===== src/design/phold_pkg.sv =====
package phold_pkg;

   // timestamps and logical processes
   localparam int TIME_WID  = 16;
   localparam int NUM_LP    = 16;
   localparam int NB_LPID   = 4;
   localparam int MAX_DELTA = 8;   // largest increment a core adds to a timestamp

   typedef logic [TIME_WID-1:0] time_t;
   typedef logic [NB_LPID-1:0]  lp_id_t;

   // event message between queue, cores and outside, lp in the upper bits
   typedef struct packed {
      lp_id_t lp;
      time_t  ts;
   } event_t;

   // what a core reports towards the gvt minimum
   typedef struct packed {
      logic  busy;
      time_t ts;
   } core_time_t;

   // observation of the event leaving the queue
   typedef struct packed {
      logic   vld;
      event_t ev;
   } dispatch_t;

   typedef enum logic [2:0] {
      IDLE,
      INIT,
      READY,
      RUNNING,
      FINISHED
   } run_state_e;

endpackage


===== src/design/phold_core.sv =====
`timescale 1ns/1ps

module phold_core #(
   parameter int CORE_ID = 0
) (
   input  logic                  clk,
   input  logic                  rst_n,
   input  logic                  take,        // dispatch edge for this core
   input  phold_pkg::event_t     cur_event,
   input  logic                  ack,
   output logic                  ready,
   output logic                  new_ready,
   output phold_pkg::event_t     out_event,
   output phold_pkg::core_time_t core_time
);

   // bit 0 forced high keeps the lfsr out of the all-zero state
   localparam logic [15:0] SEED = (16'hace1 + 16'(CORE_ID) * 16'h1f3b) | 16'h0001;
   localparam int NB_DELTA = $clog2(phold_pkg::MAX_DELTA);

   typedef enum logic [1:0] {
      C_READY,
      C_PROC,
      C_WAIT
   } core_state_e;

   core_state_e        state;
   logic [15:0]        lfsr;
   logic [15:0]        lfsr_next;
   logic [1:0]         delay_cnt;
   phold_pkg::time_t   held_ts;
   phold_pkg::time_t   incr;

   // x^16 + x^14 + x^13 + x^11
   assign lfsr_next = {lfsr[14:0], lfsr[15] ^ lfsr[13] ^ lfsr[12] ^ lfsr[10]};

   // 1 .. MAX_DELTA
   assign incr = phold_pkg::time_t'(lfsr[6 +: NB_DELTA]) + phold_pkg::time_t'(1);

   always_ff @(posedge clk or negedge rst_n) begin
      if (!rst_n) begin
         state     <= C_READY;
         lfsr      <= SEED;
         delay_cnt <= '0;
      end else begin
         case (state)
            C_READY: begin
               if (take) begin
                  state     <= C_PROC;
                  delay_cnt <= lfsr[1:0];   // 1 to 4 cycles of work
                  lfsr      <= lfsr_next;
               end
            end
            C_PROC: begin
               if (delay_cnt == '0) begin
                  state <= C_WAIT;
               end else begin
                  delay_cnt <= delay_cnt - 1'b1;
               end
            end
            C_WAIT: begin
               if (ack) state <= C_READY;   // else the queue is full, keep holding
            end
            default: state <= C_READY;
         endcase
      end
   end

   // draws taken from the lfsr value seen at the dispatch edge
   always_ff @(posedge clk) begin
      if (take && state == C_READY) begin
         held_ts      <= cur_event.ts;
         out_event.lp <= lfsr[5:2];
         out_event.ts <= cur_event.ts + incr;
      end
   end

   assign ready          = (state == C_READY);
   assign new_ready      = (state == C_WAIT);
   assign core_time.busy = (state != C_READY);
   assign core_time.ts   = held_ts;

endmodule


===== config.mk =====
export PLATFORM = sky130hd
export DESIGN_NAME = phold_core
export DESIGN_NICKNAME = d
export VERILOG_FILES = /design/src/design/phold_pkg.sv /design/src/design/phold_core.sv
export SDC_FILE = /design/constraint.sdc
export NUM_CORES = 1
export LEC_CHECK = 0
export ABC_AREA = 1
export BUFFER_PORTS_ARGS = -buffer_cell sky130_fd_sc_hd__buf_2
export CORE_MARGIN = 2
export CORE_UTILIZATION = 47
export DETAILED_ROUTE_END_ITERATION = 16
export PLACE_DENSITY = 0.85
export SYNTH_ARGS = -nofsm -noshare
export SYNTH_HDL_FRONTEND = slang
export SYNTH_SLANG_ARGS = --single-unit

===== constraint.sdc =====
create_clock -name clk -period 1.6 [get_ports clk]
set_clock_uncertainty 0.05 [all_clocks]
set_input_delay 0.4 -clock clk [delete_from_list [all_inputs] [get_ports clk]]
set_output_delay 0.4 -clock clk [all_outputs]
set_load 0.005 [all_outputs]

# After elaboration in Yosys (flattened, before gate mapping)
# Cells that the tools add are included.
# word_totals
reg_bits	56
output_inout_bits	39
# op_classes
add_sub_neg	3
eq_ne	6
n_mux	7
bitwise	3
n_reduce_logical	8
# ops
op	count
16-bit by 4-bit adder with 16-bit output	1
2-bit 2-to-1 mux	5
2-bit inequality test (second input constant)	4
2-bit one-hot mux with 3 select lines	1
3-bit AND reduction	2
3-bit by 1-bit adder with 4-bit output (second input constant)	1
2-bit logical NOT	2
2-bit one-hot mux with 2 select lines	1
2-bit nonzero test	2
1-bit XOR	3
2-bit by 1-bit == test with 1-bit output (second input constant)	1
2-bit == test (second input constant)	1
2-bit AND reduction	1
2-bit by 1-bit subtractor with 2-bit output (second input constant)	1
1-bit logical AND	1

# Logic depth before layout (Yosys ltp)
# logic_depth
depth_word	3
ltp_mapped	10
mapped_depth_nobuf	10

# Worst setup path after synthesis
# OpenSTA, ideal clock, no wires.
# synth_path
path_type	reg2reg
startpoint	register lfsr[6]
endpoint	register out_event[14] in the netlist's numbering (data pin)
arrival_time_ps	1442
slack_ps	-148
path_stages_with_launch	10
cell_sequence	dfstp_2 inv_1 ha_1 inv_1 fa_1 nand2_1 nand2_1 nand3_2 o21ai_1 nand2_1
# synth_via
elab_chain_len	2
# synth_rtl
element	line_no	rtl
start, declared	phold_core.sv:28	logic [15:0] lfsr;
start signal, assigned	phold_core.sv:51	lfsr <= lfsr_next;
3-bit by 1-bit adder with 4-bit output	phold_core.sv:38	assign incr = phold_pkg::time_t'(lfsr[6 +: NB_DELTA]) + phold_pkg::time_t'(1);
16-bit by 4-bit adder with 16-bit output	phold_core.sv:74	out_event.ts <= cur_event.ts + incr;
end, declared	phold_core.sv:13	output phold_pkg::event_t out_event,
# No other way between the ends.
# A chain may end at the register's enable or synchronous reset.

# Worst setup path in the final report
# Same ends and word-level chain as after synthesis.

==> flow_summary_export.csv <==
group,metric,value,unit
run_status,status,"finished with violations",
run_status,failed_checks,"negative setup slack",
critical_path,cp_max_fo,5,
critical_path,slowest_stage,"dfstp_2",
yosys,synth_top_cell_area_share,44.88,%
critical_path,end_kind,"register",
critical_path,path_class,"register to register",
yosys,avgSynthCellArea,11.10,µm²
placement,post-place-ws,-0.2781,ns
run,maxCapViolCount,0,
clock_network,ctsHtreeMaxLevel,2,
floorplanning,die_area,5713,µm²
grt,grt_overflow_total,0,
critical_path,path_cells,"inv_2 > ha_4 > inv_4 > fa_2 > nand2_2 > nand2_4 > nand3_4 > o21ai_2 > nand2_1",
timing,timing.slew.headroom,70.58,%
timing,fin_crit,1.729,ns
timing,max_clock_freq,0.5785,GHz
power_and_ir_drop,seq_power_share,48.1,%
timing,setup_slack,-0.1286,ns
drt,via_per_inst,4.659,
grt,grt_pass1_vias,1626,
timing,post-route-period-util,108.0,%
layout,antenna_cells,0,
power_and_ir_drop,combPwrFrac,32.9,%
grt,grt_usage,15.88,%
critical_path,slowest_delay,0.53,ns
drt,ant_nets,0,
placement,dp_hpwl,2.995,mm
timing,worst_pin_slew,0.4413,ns
drt,first_pass_iters,4,
clock_network,cts_sinks,56,
yosys,yosys.area.top_type,"edfxtp_1",
power_and_ir_drop,switchingPower,1.475,mW
yosys,yosysWarnings,0,
layout,final_cell_mix,"68 x nand2_1, 58 x buf_2, 36 x edfxtp_1",
layout,final_layout_size_suffix_gt1_share,41.41,%
power_and_ir_drop,clkPwrFrac,18.9,%
placement,gp_congestion,0.7625,
min_path,hold_class,"input pin to register",
floorplanning,coreArea,5010,µm²
yosys,synth_area_leaders,"edfxtp_1 45%, dfrtp_1 12%, nand2_1 12%",
drt,drc_errors,0,
power_and_ir_drop,vdd_drop_max,0.6631,mV
critical_path,cp.required,1.62,ns
clock_network,numCtsBuffers,5,
clock_network,cts_tree,"done",
clock_network,clkTransAtPathRegs,0.09,ns
power_and_ir_drop,p_int,3.257,mW
floorplanning,initial_utilization,48.08,%
layout,fin_area,3134,µm²
yosys,ys_types,27,
timing,setup_viol_count_final,8,
drt,routed_wl,4.044,mm
drt,vias,1710,
critical_path,cp-start-kind,"register",
yosys,syn_inst,217,
timing,rsz0062_at_grt,"true",
floorplanning,die_x,75.59,µm
floorplanning,die_h,75.59,µm
timing,report.final.slew_viol_count,0,
layout,finalNetCount,325,
floorplanning,io-pin-count,63,
power_and_ir_drop,power_leakage,1.423,nW
layout,final_common_cell,"nand2_1",
yosys,synth-seq-area-share,66.08,%
critical_path,path_delay_family,"flip-flops",
placement,dpl_cell_area,2910,µm²
grt,antenna_found_initial,0,
clock_network,clk_latency,0.31,ns
power_and_ir_drop,power.density,1510,nW/µm²
clock_network,clock-root-buffer,"clkbuf_8",
yosys,synth_nets,246,
critical_path,crit_arrival,1.75,ns
critical_path,path_buf_inv,2,
layout,area_delta_synth_final,30.13,%
yosys,synth_area,2409,µm²
floorplanning,num_rows,26,
grt,grt_pass1_wl,6.644,mm
yosys,ys_ff_latch,56,
clock_network,clockBufferDepth,2,
placement,portBuffers,58,
drt,routedWlPerCell,11.02,µm
grt,grt_max_degree,28,
power_and_ir_drop,p_sw_share,31.16,%
drt,drt_iter0_markers,53,
timing,final_hold_viol_count,0,
-- sequential cells by signal, summed over array words and instances (netlist names) --
| register | cells |
|---|---|
| out_event | 20 |
| held_ts | 16 |
| lfsr | 16 |
| delay_cnt | 2 |
| state | 2 |
-- per-layer routing --
metal  vias to the layer above  global-route usage (%)  share of wire (%)
met5                         -                       0                  0
met4                         0                   7.797                2.5
met3                         9                   4.497                5.0
met2                        49                   29.18                 52
met1                       788                   16.51                 40
li1                        864                       -                  -
-- synthesized netlist by cell type --
cell and n:
nor2_8 1, ha_1 4, edfxtp_1 36, nor2_4 2
inv_2 1, fa_1 1, nand3b_1 1, dfstp_2 8
nand2_1 77, o21ai_2 1, xor2_1 2, o21ai_1 3
nand4_1 2, nand3_2 2, nand2_4 1, inv_1 21
nor2_1 11, nand3_1 7, xnor2_1 7, nor2_2 1
o21ai_0 9, inv_4 1, buf_6 1, dfrtp_1 12
buf_4 1, nand2_2 3, o31ai_1 1
-- path summary, 6_finish.rpt --
kind                           from            end  slack, ns  cells past startpoint
setup / recovery            lfsr[6]  out_event[14]      -0.13                      9
hold / removal                  ack       state[1]       0.21                      2
setup reg to reg            lfsr[6]  out_event[14]      -0.13                      9
hold reg to reg            lfsr[11]       lfsr[11]       0.43                      2
max in group asynchronous     rst_n       lfsr[11]       0.65                      2
min in group asynchronous     rst_n        lfsr[2]       0.51                      2
-- kinds of logic after synthesis --
family / synth area share [%]
buffers and inverters: 4.468
adder cells (fa/ha/maj): 2.909
AO/OA/AOI/OAI: 3.169
XOR/XNOR: 3.273
flip-flops: 66.08
AND/OR/NAND/NOR: 20.10
-- power by group through the flow --
stage | Combinational, mW | Sequential, mW | Clock (mW)
6_report | 1.56 | 2.28 | 0.897
5_1_grt | 1.78 | 2.33 | 0.969
4_1_cts | 1.52 | 2.27 | 0.918
3_5_place_dp | 1.42 | 2.30 | 0
3_3_place_gp | 1.37 | 2.29 | 0
2_1_floorplan | 0.793 | 2.31 | 0
-- area by class of cell --
cell class	count	area (µm²)
fill	400	1876
sequential	56	1593
multi-input combinational	136	810.8
timing repair buffer	74	437.9
inverter	23	93.84
tap	70	87.58
clock buffer	5	68.82
clock inverter	3	42.54
-- worst reg2reg max path: stages (launching register included) --
cell and delay (ns):
dfstp_2 0.53, inv_2 0.04, ha_4 0.16, inv_4 0.05, fa_2 0.20, nand2_2 0.06, nand2_4 0.10, nand3_4 0.11
o21ai_2 0.14, nand2_1 0.05
-- metrics by stage --
step	std cells	TNS (ns)	utilization [%]	power, mW	hold slack (ns)
finish	367	-0.5664	62.56	4.732	0.2128
global placement	355	-2.087	58.09	3.662	0.3106
CTS	366	-0.5779	61.71	4.716	0.2046
detailed placement	355	-2.464	58.09	3.720	0.3201
floorplan	217	-0.3199	-	3.105	0.05441
global route	367	-1.228	62.56	5.077	0.2243
-- timing repair --
item	CTS	global route
setup endpoints to repair	10	13
hold buffers	1	0
hold endpoints to repair	12	0
buffers inserted	2	1
gates resized for setup	9	12
pin swaps	10	9
Note: power is estimated with default switching activity, not from simulation.
