### config.mk
export PLATFORM = sky130hd
export DESIGN_NAME = run_control
export DESIGN_NICKNAME = d
export VERILOG_FILES = /design/src/design/phold_pkg.sv /design/src/design/run_control.sv
export SDC_FILE = /design/constraint.sdc
export NUM_CORES = 1
export LEC_CHECK = 0
export ABC_CLOCK_PERIOD_IN_PS = 2400
export BUFFER_PORTS_ARGS = -buffer_cell sky130_fd_sc_hd__clkbuf_2
export CAP_MARGIN = 10
export CORE_ASPECT_RATIO = 0.7
export CORE_MARGIN = 2
export CORE_UTILIZATION = 35
export DETAILED_ROUTE_END_ITERATION = 8
export HOLD_SLACK_MARGIN = 0.02
export SETUP_SLACK_MARGIN = 0.1
export SLEW_MARGIN = 20
export SYNTH_ARGS = -nofsm -noshare
export SYNTH_HDL_FRONTEND = slang
export SYNTH_SLANG_ARGS = --single-unit
### constraint.sdc
create_clock -name clk -period 2.4 [get_ports clk]
set_input_delay 0.24 -clock clk [delete_from_list [all_inputs] [get_ports clk]]
set_output_delay 0.24 -clock clk [all_outputs]
set_load 0.005 [all_outputs]
### src/design/phold_pkg.sv
package phold_pkg;

   // timestamps and logical processes
   localparam int TIME_WID  = 16;
   localparam int NUM_LP    = 16;
   localparam int NB_LPID   = 4;
   localparam int MAX_DELTA = 8;   // largest increment a core adds to a timestamp

   typedef logic [TIME_WID-1:0] time_t;
   typedef logic [NB_LPID-1:0]  lp_id_t;

   // event message between queue, cores and outside, lp in the upper bits
   typedef struct packed {
      lp_id_t lp;
      time_t  ts;
   } event_t;

   // what a core reports towards the gvt minimum
   typedef struct packed {
      logic  busy;
      time_t ts;
   } core_time_t;

   // observation of the event leaving the queue
   typedef struct packed {
      logic   vld;
      event_t ev;
   } dispatch_t;

   typedef enum logic [2:0] {
      IDLE,
      INIT,
      READY,
      RUNNING,
      FINISHED
   } run_state_e;

endpackage

### src/design/run_control.sv
`timescale 1ns/1ps

module run_control #(
   parameter int NUM_CORE = 4
) (
   input  logic                                 clk,
   input  logic                                 rst_n,
   input  logic                                 start,
   input  phold_pkg::time_t                     end_time,
   input  logic                                 q_empty,
   input  logic                                 q_full,
   input  phold_pkg::event_t                    head,
   input  phold_pkg::core_time_t [NUM_CORE-1:0] core_time,
   input  logic                                 any_ready,
   input  logic                                 any_new,
   input  logic [NUM_CORE-1:0]                  rcv_gnt,
   input  phold_pkg::event_t                    rcv_event,
   output logic                                 enq,
   output logic                                 deq,
   output phold_pkg::event_t                    enq_event,
   output logic [NUM_CORE-1:0]                  ack,
   output phold_pkg::time_t                     gvt,
   output logic                                 done
);

   phold_pkg::run_state_e  state;
   phold_pkg::run_state_e  state_next;
   phold_pkg::lp_id_t      init_cnt;   // lp seeded this cycle
   logic                   init_last;
   logic                   run_enq;    // core result accepted into the queue
   logic                   min_vld;
   phold_pkg::time_t       min_ts;

   assign init_last = (init_cnt == phold_pkg::lp_id_t'(phold_pkg::NUM_LP - 1));

   always_comb begin
      state_next = state;
      case (state)
         phold_pkg::IDLE:     if (start) state_next = phold_pkg::INIT;
         phold_pkg::INIT:     if (init_last) state_next = phold_pkg::READY;
         phold_pkg::READY:    state_next = phold_pkg::RUNNING;
         phold_pkg::RUNNING:  if (gvt > end_time) state_next = phold_pkg::FINISHED;
         phold_pkg::FINISHED: state_next = phold_pkg::IDLE;
         default:             state_next = phold_pkg::IDLE;
      endcase
   end

   always_ff @(posedge clk or negedge rst_n) begin
      if (!rst_n) begin
         state    <= phold_pkg::IDLE;
         init_cnt <= '0;
      end else begin
         state    <= state_next;
         init_cnt <= (state == phold_pkg::INIT) ? init_cnt + 1'b1 : '0;
      end
   end

   // enqueue wins over dispatch
   assign run_enq   = (state == phold_pkg::RUNNING) && any_new && !q_full;
   assign enq       = (state == phold_pkg::INIT) || run_enq;
   assign deq       = (state == phold_pkg::RUNNING) && !enq && !q_empty && any_ready;
   assign ack       = rcv_gnt & {NUM_CORE{run_enq}};
   assign enq_event = (state == phold_pkg::INIT) ?
                      phold_pkg::event_t'{lp: init_cnt, ts: '0} : rcv_event;
   assign done      = (state == phold_pkg::FINISHED);

   // smallest of the queue head and every held event
   always_comb begin
      min_vld = !q_empty;
      min_ts  = head.ts;
      for (int i = 0; i < NUM_CORE; i++) begin
         if (core_time[i].busy && (!min_vld || core_time[i].ts < min_ts)) begin
            min_vld = 1'b1;
            min_ts  = core_time[i].ts;
         end
      end
   end

   always_ff @(posedge clk or negedge rst_n) begin
      if (!rst_n) begin
         gvt <= '0;
      end else if (state == phold_pkg::RUNNING && min_vld) begin
         gvt <= min_ts;   // held outside running
      end
   end

endmodule

# After elaboration in Yosys (flattened, before gate mapping)
# Cells that the tools add are included.
[word_totals]
reg_bits = 23
input_bits = 135
out_inout_bits = 43
word_cells = 55
[classes]
addsub = 1
n_lt_le_gt_ge = 5
n_eq_ne = 8
n_mux = 14
bitwise_logic = 1
reduce_logical = 23
[ops]
columns = ["cell", "n"]
rows = [
  ["16-bit less-than comparator", 4],
  ["16-bit 2-to-1 mux", 4],
  ["20-bit 2-to-1 mux", 1],
  ["16-bit > comparator", 1],
  ["3-bit case mux with 4 select lines", 1],
  ["1-bit logical AND", 10],
  ["3-bit 2-to-1 mux", 3],
  ["3-bit by 2-bit equality test with 1-bit output (second input constant)", 2],
  ["1-bit zero test", 6],
  ["2-bit != test (second input constant)", 3],
  ["1-bit logical OR", 5],
  ["4-bit by 1-bit adder with 4-bit output (second input constant)", 1],
  ["4-bit bitwise AND", 1],
  ["4-bit equality test (second input constant)", 1],
  ["1-bit 2-to-1 mux", 4],
  ["4-bit 2-to-1 mux", 1],
  ["3-bit by 1-bit equality test with 1-bit output (second input constant)", 1],
  ["3-bit equality test (second input constant)", 1],
  ["3-bit zero test", 1],
  ["3-bit AND reduction", 1],
]

# Longest topological paths before layout
[depth]
word_depth = 17
ltp_mapped = 41
mapped_depth_nobuf = 37

# Worst setup path after synthesis
# Ideal clock, no wire load.
[synth_timing]
kind = "input to register"
from = "in head[14] in the netlist's numbering"
to = "reg gvt[10]"
setup_ps = 135
arrival_ps = 8274
required_time_ps = 2265
path_slack_ps = -6009
path_stages = 40
n_path_buf = 5
cell_sequence = "inv_1 > ha_1 > nand4_1 > or3_1 > or4_4 > a31oi_4 > clkbuf_1 > mux2i_1 > ha_1 > nand4_1 > nor2_1 > nand4_1 > o31ai_1 > nand2_1 > o21ai_2 > buf_6 > mux2i_1 > inv_1 > [4 not listed] > o21ai_0 > o2111ai_1 > nor3_1 > a21o_1 > buf_2 > buf_4 > mux2i_1 > ha_1 > a21o_1 > a21oi_1 > nor2b_1 > nor2_1 > a2111oi_0 > nand4_1 > a311oi_2 > o21a_1 > buf_4 > a221oi_2"
[synth_between]
elab_chain_cells = 17
elab_cells_between_ends = 24
classes_between = "order compare (4); mux (8); reduce/logical (12)"
[synth_rtl]
columns = ["element", "line_no", "rtl"]
rows = [
  ["start: declaration", "run_control.sv:12", "input phold_pkg::event_t head,"],
  ["16-bit less-than comparator", "run_control.sv:72", "if (core_time[i].busy && (!min_vld || core_time[i].ts < min_ts)) begin"],
  ["1-bit logical OR", "run_control.sv:72", ""],
  ["1-bit logical AND", "run_control.sv:72", ""],
  ["16-bit 2-to-1 mux / 1-bit 2-to-1 mux (equally long branches)", "run_control.sv:72", ""],
  ["16-bit less-than comparator / 1-bit zero test (equally long branches)", "run_control.sv:72", ""],
  ["1-bit logical OR", "run_control.sv:72", ""],
  ["1-bit logical AND", "run_control.sv:72", ""],
  ["16-bit 2-to-1 mux / 1-bit 2-to-1 mux (equally long branches)", "run_control.sv:72", ""],
  ["16-bit less-than comparator / 1-bit zero test (equally long branches)", "run_control.sv:72", ""],
  ["1-bit logical OR", "run_control.sv:72", ""],
  ["1-bit logical AND", "run_control.sv:72", ""],
  ["16-bit 2-to-1 mux / 1-bit 2-to-1 mux (equally long branches)", "run_control.sv:72", ""],
  ["16-bit less-than comparator / 1-bit zero test (equally long branches)", "run_control.sv:72", ""],
  ["1-bit logical OR", "run_control.sv:72", ""],
  ["1-bit logical AND", "run_control.sv:72", ""],
  ["1-bit 2-to-1 mux", "run_control.sv:72", ""],
  ["1-bit logical AND", "run_control.sv:82", "end else if (state == phold_pkg::RUNNING && min_vld) begin"],
  ["end signal: assignment", "run_control.sv:83", "gvt <= min_ts;"],
  ["end: declaration", "run_control.sv:22", "output phold_pkg::time_t gvt,"],
]
# Parallel ways exist; a longest one is shown, timed or not.
# A chain may end at the register's enable or synchronous reset.

# Worst setup path after layout
[layout_timing]
from = "in head[15] in the netlist's numbering"
to = "reg gvt[6]"
# The elaborated chain is that of the path after synthesis.

==> insert_results.sql <==
INSERT INTO impl_metrics (metric_group, metric, value, unit) VALUES
('power_and_ir_drop', 'p_switching', '1.66', 'mW'),
('clock_tree', 'tritoncts', 'done', ''),
('status', 'failed_checks', 'setup timing', ''),
('placement', 'placedInstanceArea', '6340', 'um2'),
('yosys', 'ys_top_cells_by_area', 'sky130_fd_sc_hd__ha_1 24%, sky130_fd_sc_hd__dfrtp_1 15%, sky130_fd_sc_hd__mux2i_1 12%, sky130_fd_sc_hd__inv_1 7.6%, sky130_fd_sc_hd__a221oi_2 4.2%', ''),
('floorplanning', 'core_area', '11000', 'um2'),
('floorplanning', 'die_w', '131', 'um'),
('placement', 'worst_case_setup_slack_after_placement', '-6.09', 'ns'),
('route', 'drt_first_pass_iters', '4', ''),
('critical_path', 'timing.critical_path.to_type', 'flip-flop', ''),
('sta', 'maxSlewHeadroom', '58.7', '%'),
('flow_run', 'maxCapViolations', '0', ''),
('route', 'detail_route.iter0.violations', '186', ''),
('sta', 'setup_viol', '16', ''),
('yosys', 'synth_top_area_share', '24.2', '%'),
('route', 'wl_per_cell', '15.1', 'um'),
('yosys', 'synth.largest_area_cell', 'sky130_fd_sc_hd__ha_1', ''),
('grt', 'grt_util_all_layers', '23.4', '%'),
('sta', 'whs', '0.231', 'ns'),
('critical_path', 'cp.required', '2.56', 'ns'),
('power_and_ir_drop', 'p_leak', '3.89', 'nW'),
('placement', 'gp_routability_congestion', '0.878', ''),
('power_and_ir_drop', 'register_share_of_total_power', '19.1', '%'),
('grt', 'antenna_found_initial', '0', ''),
('power_and_ir_drop', 'internal_power', '2.32', 'mW'),
('floorplanning', 'ioPinCount', '178', ''),
('floorplanning', 'floorplan.die_area', '12100', 'um2'),
('route', 'detail_route.vias_per_cell', '4.88', ''),
('layout', 'finalNonFillerCells', '981', ''),
('sta', 'period_minus_slack', '8.04', 'ns'),
('sta', 'report.final.slew_viol_count', '0', ''),
('yosys', 'postSynth.asyncResetShare', '100', '%'),
('power_and_ir_drop', 'p_sw_share', '41.7', '%'),
('clock_tree', 'clock-root-buffer', 'sky130_fd_sc_hd__clkbuf_16', ''),
('grt', 'grt_pass1_wl', '22.6', 'mm'),
('route', 'routed-via-count', '4787', ''),
('critical_path', 'worstPathMaxFanout', '7', ''),
('yosys', 'post-synth-top-count-cell', 'sky130_fd_sc_hd__inv_1', ''),
('layout', 'ratio_of_cells_with_drive_above_1_in_the_final_layout', '54.5', '%'),
('layout', 'finalNetCount', '1040', ''),
('yosys', 'postSynthRegisterBits', '23', ''),
('floorplanning', 'start_util', '35.9', '%'),
('power_and_ir_drop', 'power.ir.vdd_worst', '0.000395', 'V'),
('grt', 'grt-ovfl-total', '0', ''),
('layout', 'final_area', '7070', 'um2'),
('yosys', 'netlist_area', '3940', 'um2'),
('yosys', 'yosysWarnings', '0', ''),
('critical_path', 'critical_path.slowest_cell', 'sky130_fd_sc_hd__or4_4', ''),
('sta', 'setup_ws', '-5.64', 'ns'),
('clock_tree', 'clkLatencyLatePin', '0.26', 'ns'),
('yosys', 'number_of_nets_produced_by_synthesis', '681', ''),
('worst_hold_path', 'timing.hold.worst.class', 'input port to flip-flop', ''),
('sta', 'timing.final.hold_violations', '0', ''),
('sta', 'setup_repair_after_global_routing_missed_its_margin', 'yes', ''),
('clock_tree', 'cts.clk_slew.worst_paths', '0.07', 'ns'),
('layout', 'areaGrowthSynthToFinish', '79.6', '%'),
('sta', 'post_route_clock_period_utilization', '335', '%'),
('route', 'remaining_drc_errors', '0', ''),
('power_and_ir_drop', 'power_per_cell_area', '564', 'nW/um2'),
('yosys', 'synth_edf_count', '0', ''),
('floorplanning', 'die_h', '92.7', 'um'),
('status', 'status', 'finished with violations', ''),
('grt', 'vias_in_the_first_global_route', '4773', ''),
('clock_tree', 'h-tree-depth', '1', ''),
('critical_path', 'crit_arrival', '8.20', 'ns'),
('yosys', 'synth_seq_area_share', '14.6', '%'),
('yosys', 'syn_avg_cell_area', '8.37', 'um2'),
('yosys', 'synthTopCellsByCount', '80 x sky130_fd_sc_hd__inv_1, 76 x sky130_fd_sc_hd__ha_1, 46 x sky130_fd_sc_hd__mux2i_1, 35 x sky130_fd_sc_hd__nor2_1', ''),
('yosys', 'dominantRegCellSynth', 'sky130_fd_sc_hd__dfrtp_1', ''),
('power_and_ir_drop', 'clock_power_share', '9.4', '%'),
('placement', 'port_buffers', '173', '');
metrics by stage:
| step | util, % | total power [mW] |
|---|---|---|
| 2_1_floorplan | - | 2.10 |
| 3_3_place_gp | 57.8 | 3.19 |
| 3_5_place_dp | 57.8 | 3.28 |
| 4_1_cts | 62.1 | 3.85 |
| 5_1_grt | 64.4 | 4.32 |
| 6_report | 64.4 | 3.99 |
worst max-delay path: cells and delay by family:
| kind | cells | cell delay, ns |
|---|---|---|
| adders and majority gates | 4 | 1.05 |
| AOI/OAI and AO/OA | 14 | 2.96 |
| and+or+nand+nor | 9 | 2.02 |
| muxes | 3 | 0.63 |
| buffers and inverters | 10 | 1.26 |
cell type report:
type | count | area [um2]
tap | 153 | 191
clock buffer | 3 | 75.1
fill | 956 | 3910
timing repair buffer | 364 | 2440
inverter | 80 | 313
sequential | 23 | 576
clock inverter | 1 | 5.00
multi-input combinational | 357 | 3470
registers in the layout, indices dropped and copies added, names as in the netlist:
| register | cells |
|---|---|
| state | 3 |
| gvt | 16 |
| init_cnt | 4 |
power groups by stage:
stage | sequential (mW) | clock (mW) | combinational, mW
floorplan | 0.723 | 0 | 1.38
global placement | 0.760 | 0 | 2.43
detailed placement | 0.763 | 0 | 2.52
CTS | 0.754 | 0.381 | 2.72
global route | 0.785 | 0.394 | 3.14
finish | 0.760 | 0.376 | 2.85
cell usage in the layout, fill, tap and decap left out, types with 9 or more instances in the layout:
| cell | netlist | final |
|---|---|---|
| sky130_fd_sc_hd__buf_4 | 2 | 179 |
| sky130_fd_sc_hd__clkbuf_2 | 0 | 169 |
| sky130_fd_sc_hd__inv_1 | 80 | 73 |
| sky130_fd_sc_hd__ha_1 | 76 | 64 |
| sky130_fd_sc_hd__nor2_1 | 35 | 32 |
| sky130_fd_sc_hd__mux2i_1 | 46 | 27 |
| sky130_fd_sc_hd__dfrtp_1 | 23 | 23 |
| sky130_fd_sc_hd__nand2_1 | 23 | 22 |
| sky130_fd_sc_hd__nor2b_1 | 23 | 22 |
| sky130_fd_sc_hd__a21o_1 | 18 | 18 |
| sky130_fd_sc_hd__nand4_1 | 16 | 16 |
| sky130_fd_sc_hd__a221oi_2 | 11 | 14 |
| sky130_fd_sc_hd__a21oi_1 | 17 | 13 |
| sky130_fd_sc_hd__ha_4 | 0 | 11 |
| sky130_fd_sc_hd__o21a_1 | 11 | 10 |
| sky130_fd_sc_hd__mux2i_2 | 0 | 10 |
| sky130_fd_sc_hd__mux2i_4 | 0 | 9 |
path summary, 6_finish.rpt:
| path | from | end | slack (ns) | depth (start not counted) |
|---|---|---|---|---|
| worst max-delay path | head[15] | gvt[6] | -5.64 | 40 |
| min in group asynchronous | rst_n | init_cnt[0] | 0.52 | 2 |
| worst min-delay path | core_time[65] | gvt[14] | 0.23 | 3 |
| worst max register to register | gvt[9] | state[0] | 0.08 | 11 |
| max in group asynchronous | rst_n | gvt[6] | 1.46 | 2 |
| worst min register to register | init_cnt[0] | init_cnt[0] | 0.50 | 1 |
kinds of logic after synthesis:
logic type	Yosys count	synth area share [%]
AOI/OAI and AO/OA	99	21.7
buffers and inverters	90	9.03
muxes	47	12.0
DFF	23	14.6
adders and majority gates	76	24.2
and+or+nand+nor	133	18.0
xor gates and xnor gates	2	0.445
timing repair:
action,CTS,global route
pin swaps,28,25
endpoints found under the setup margin,19,19
buffers inserted,18,9
resized for setup,43,28
gates cloned,0,0
hold buffers,1,0
hold endpoints to repair,23,0
layer usage:
metal / share of wire (%) / track usage (%)
met5: 0 / 0
met4: 2.0 / 5.23
met3: 3.6 / 2.60
met2: 46 / 37.8
met1: 49 / 33.3
Note: power is estimated with default switching activity, not from simulation.
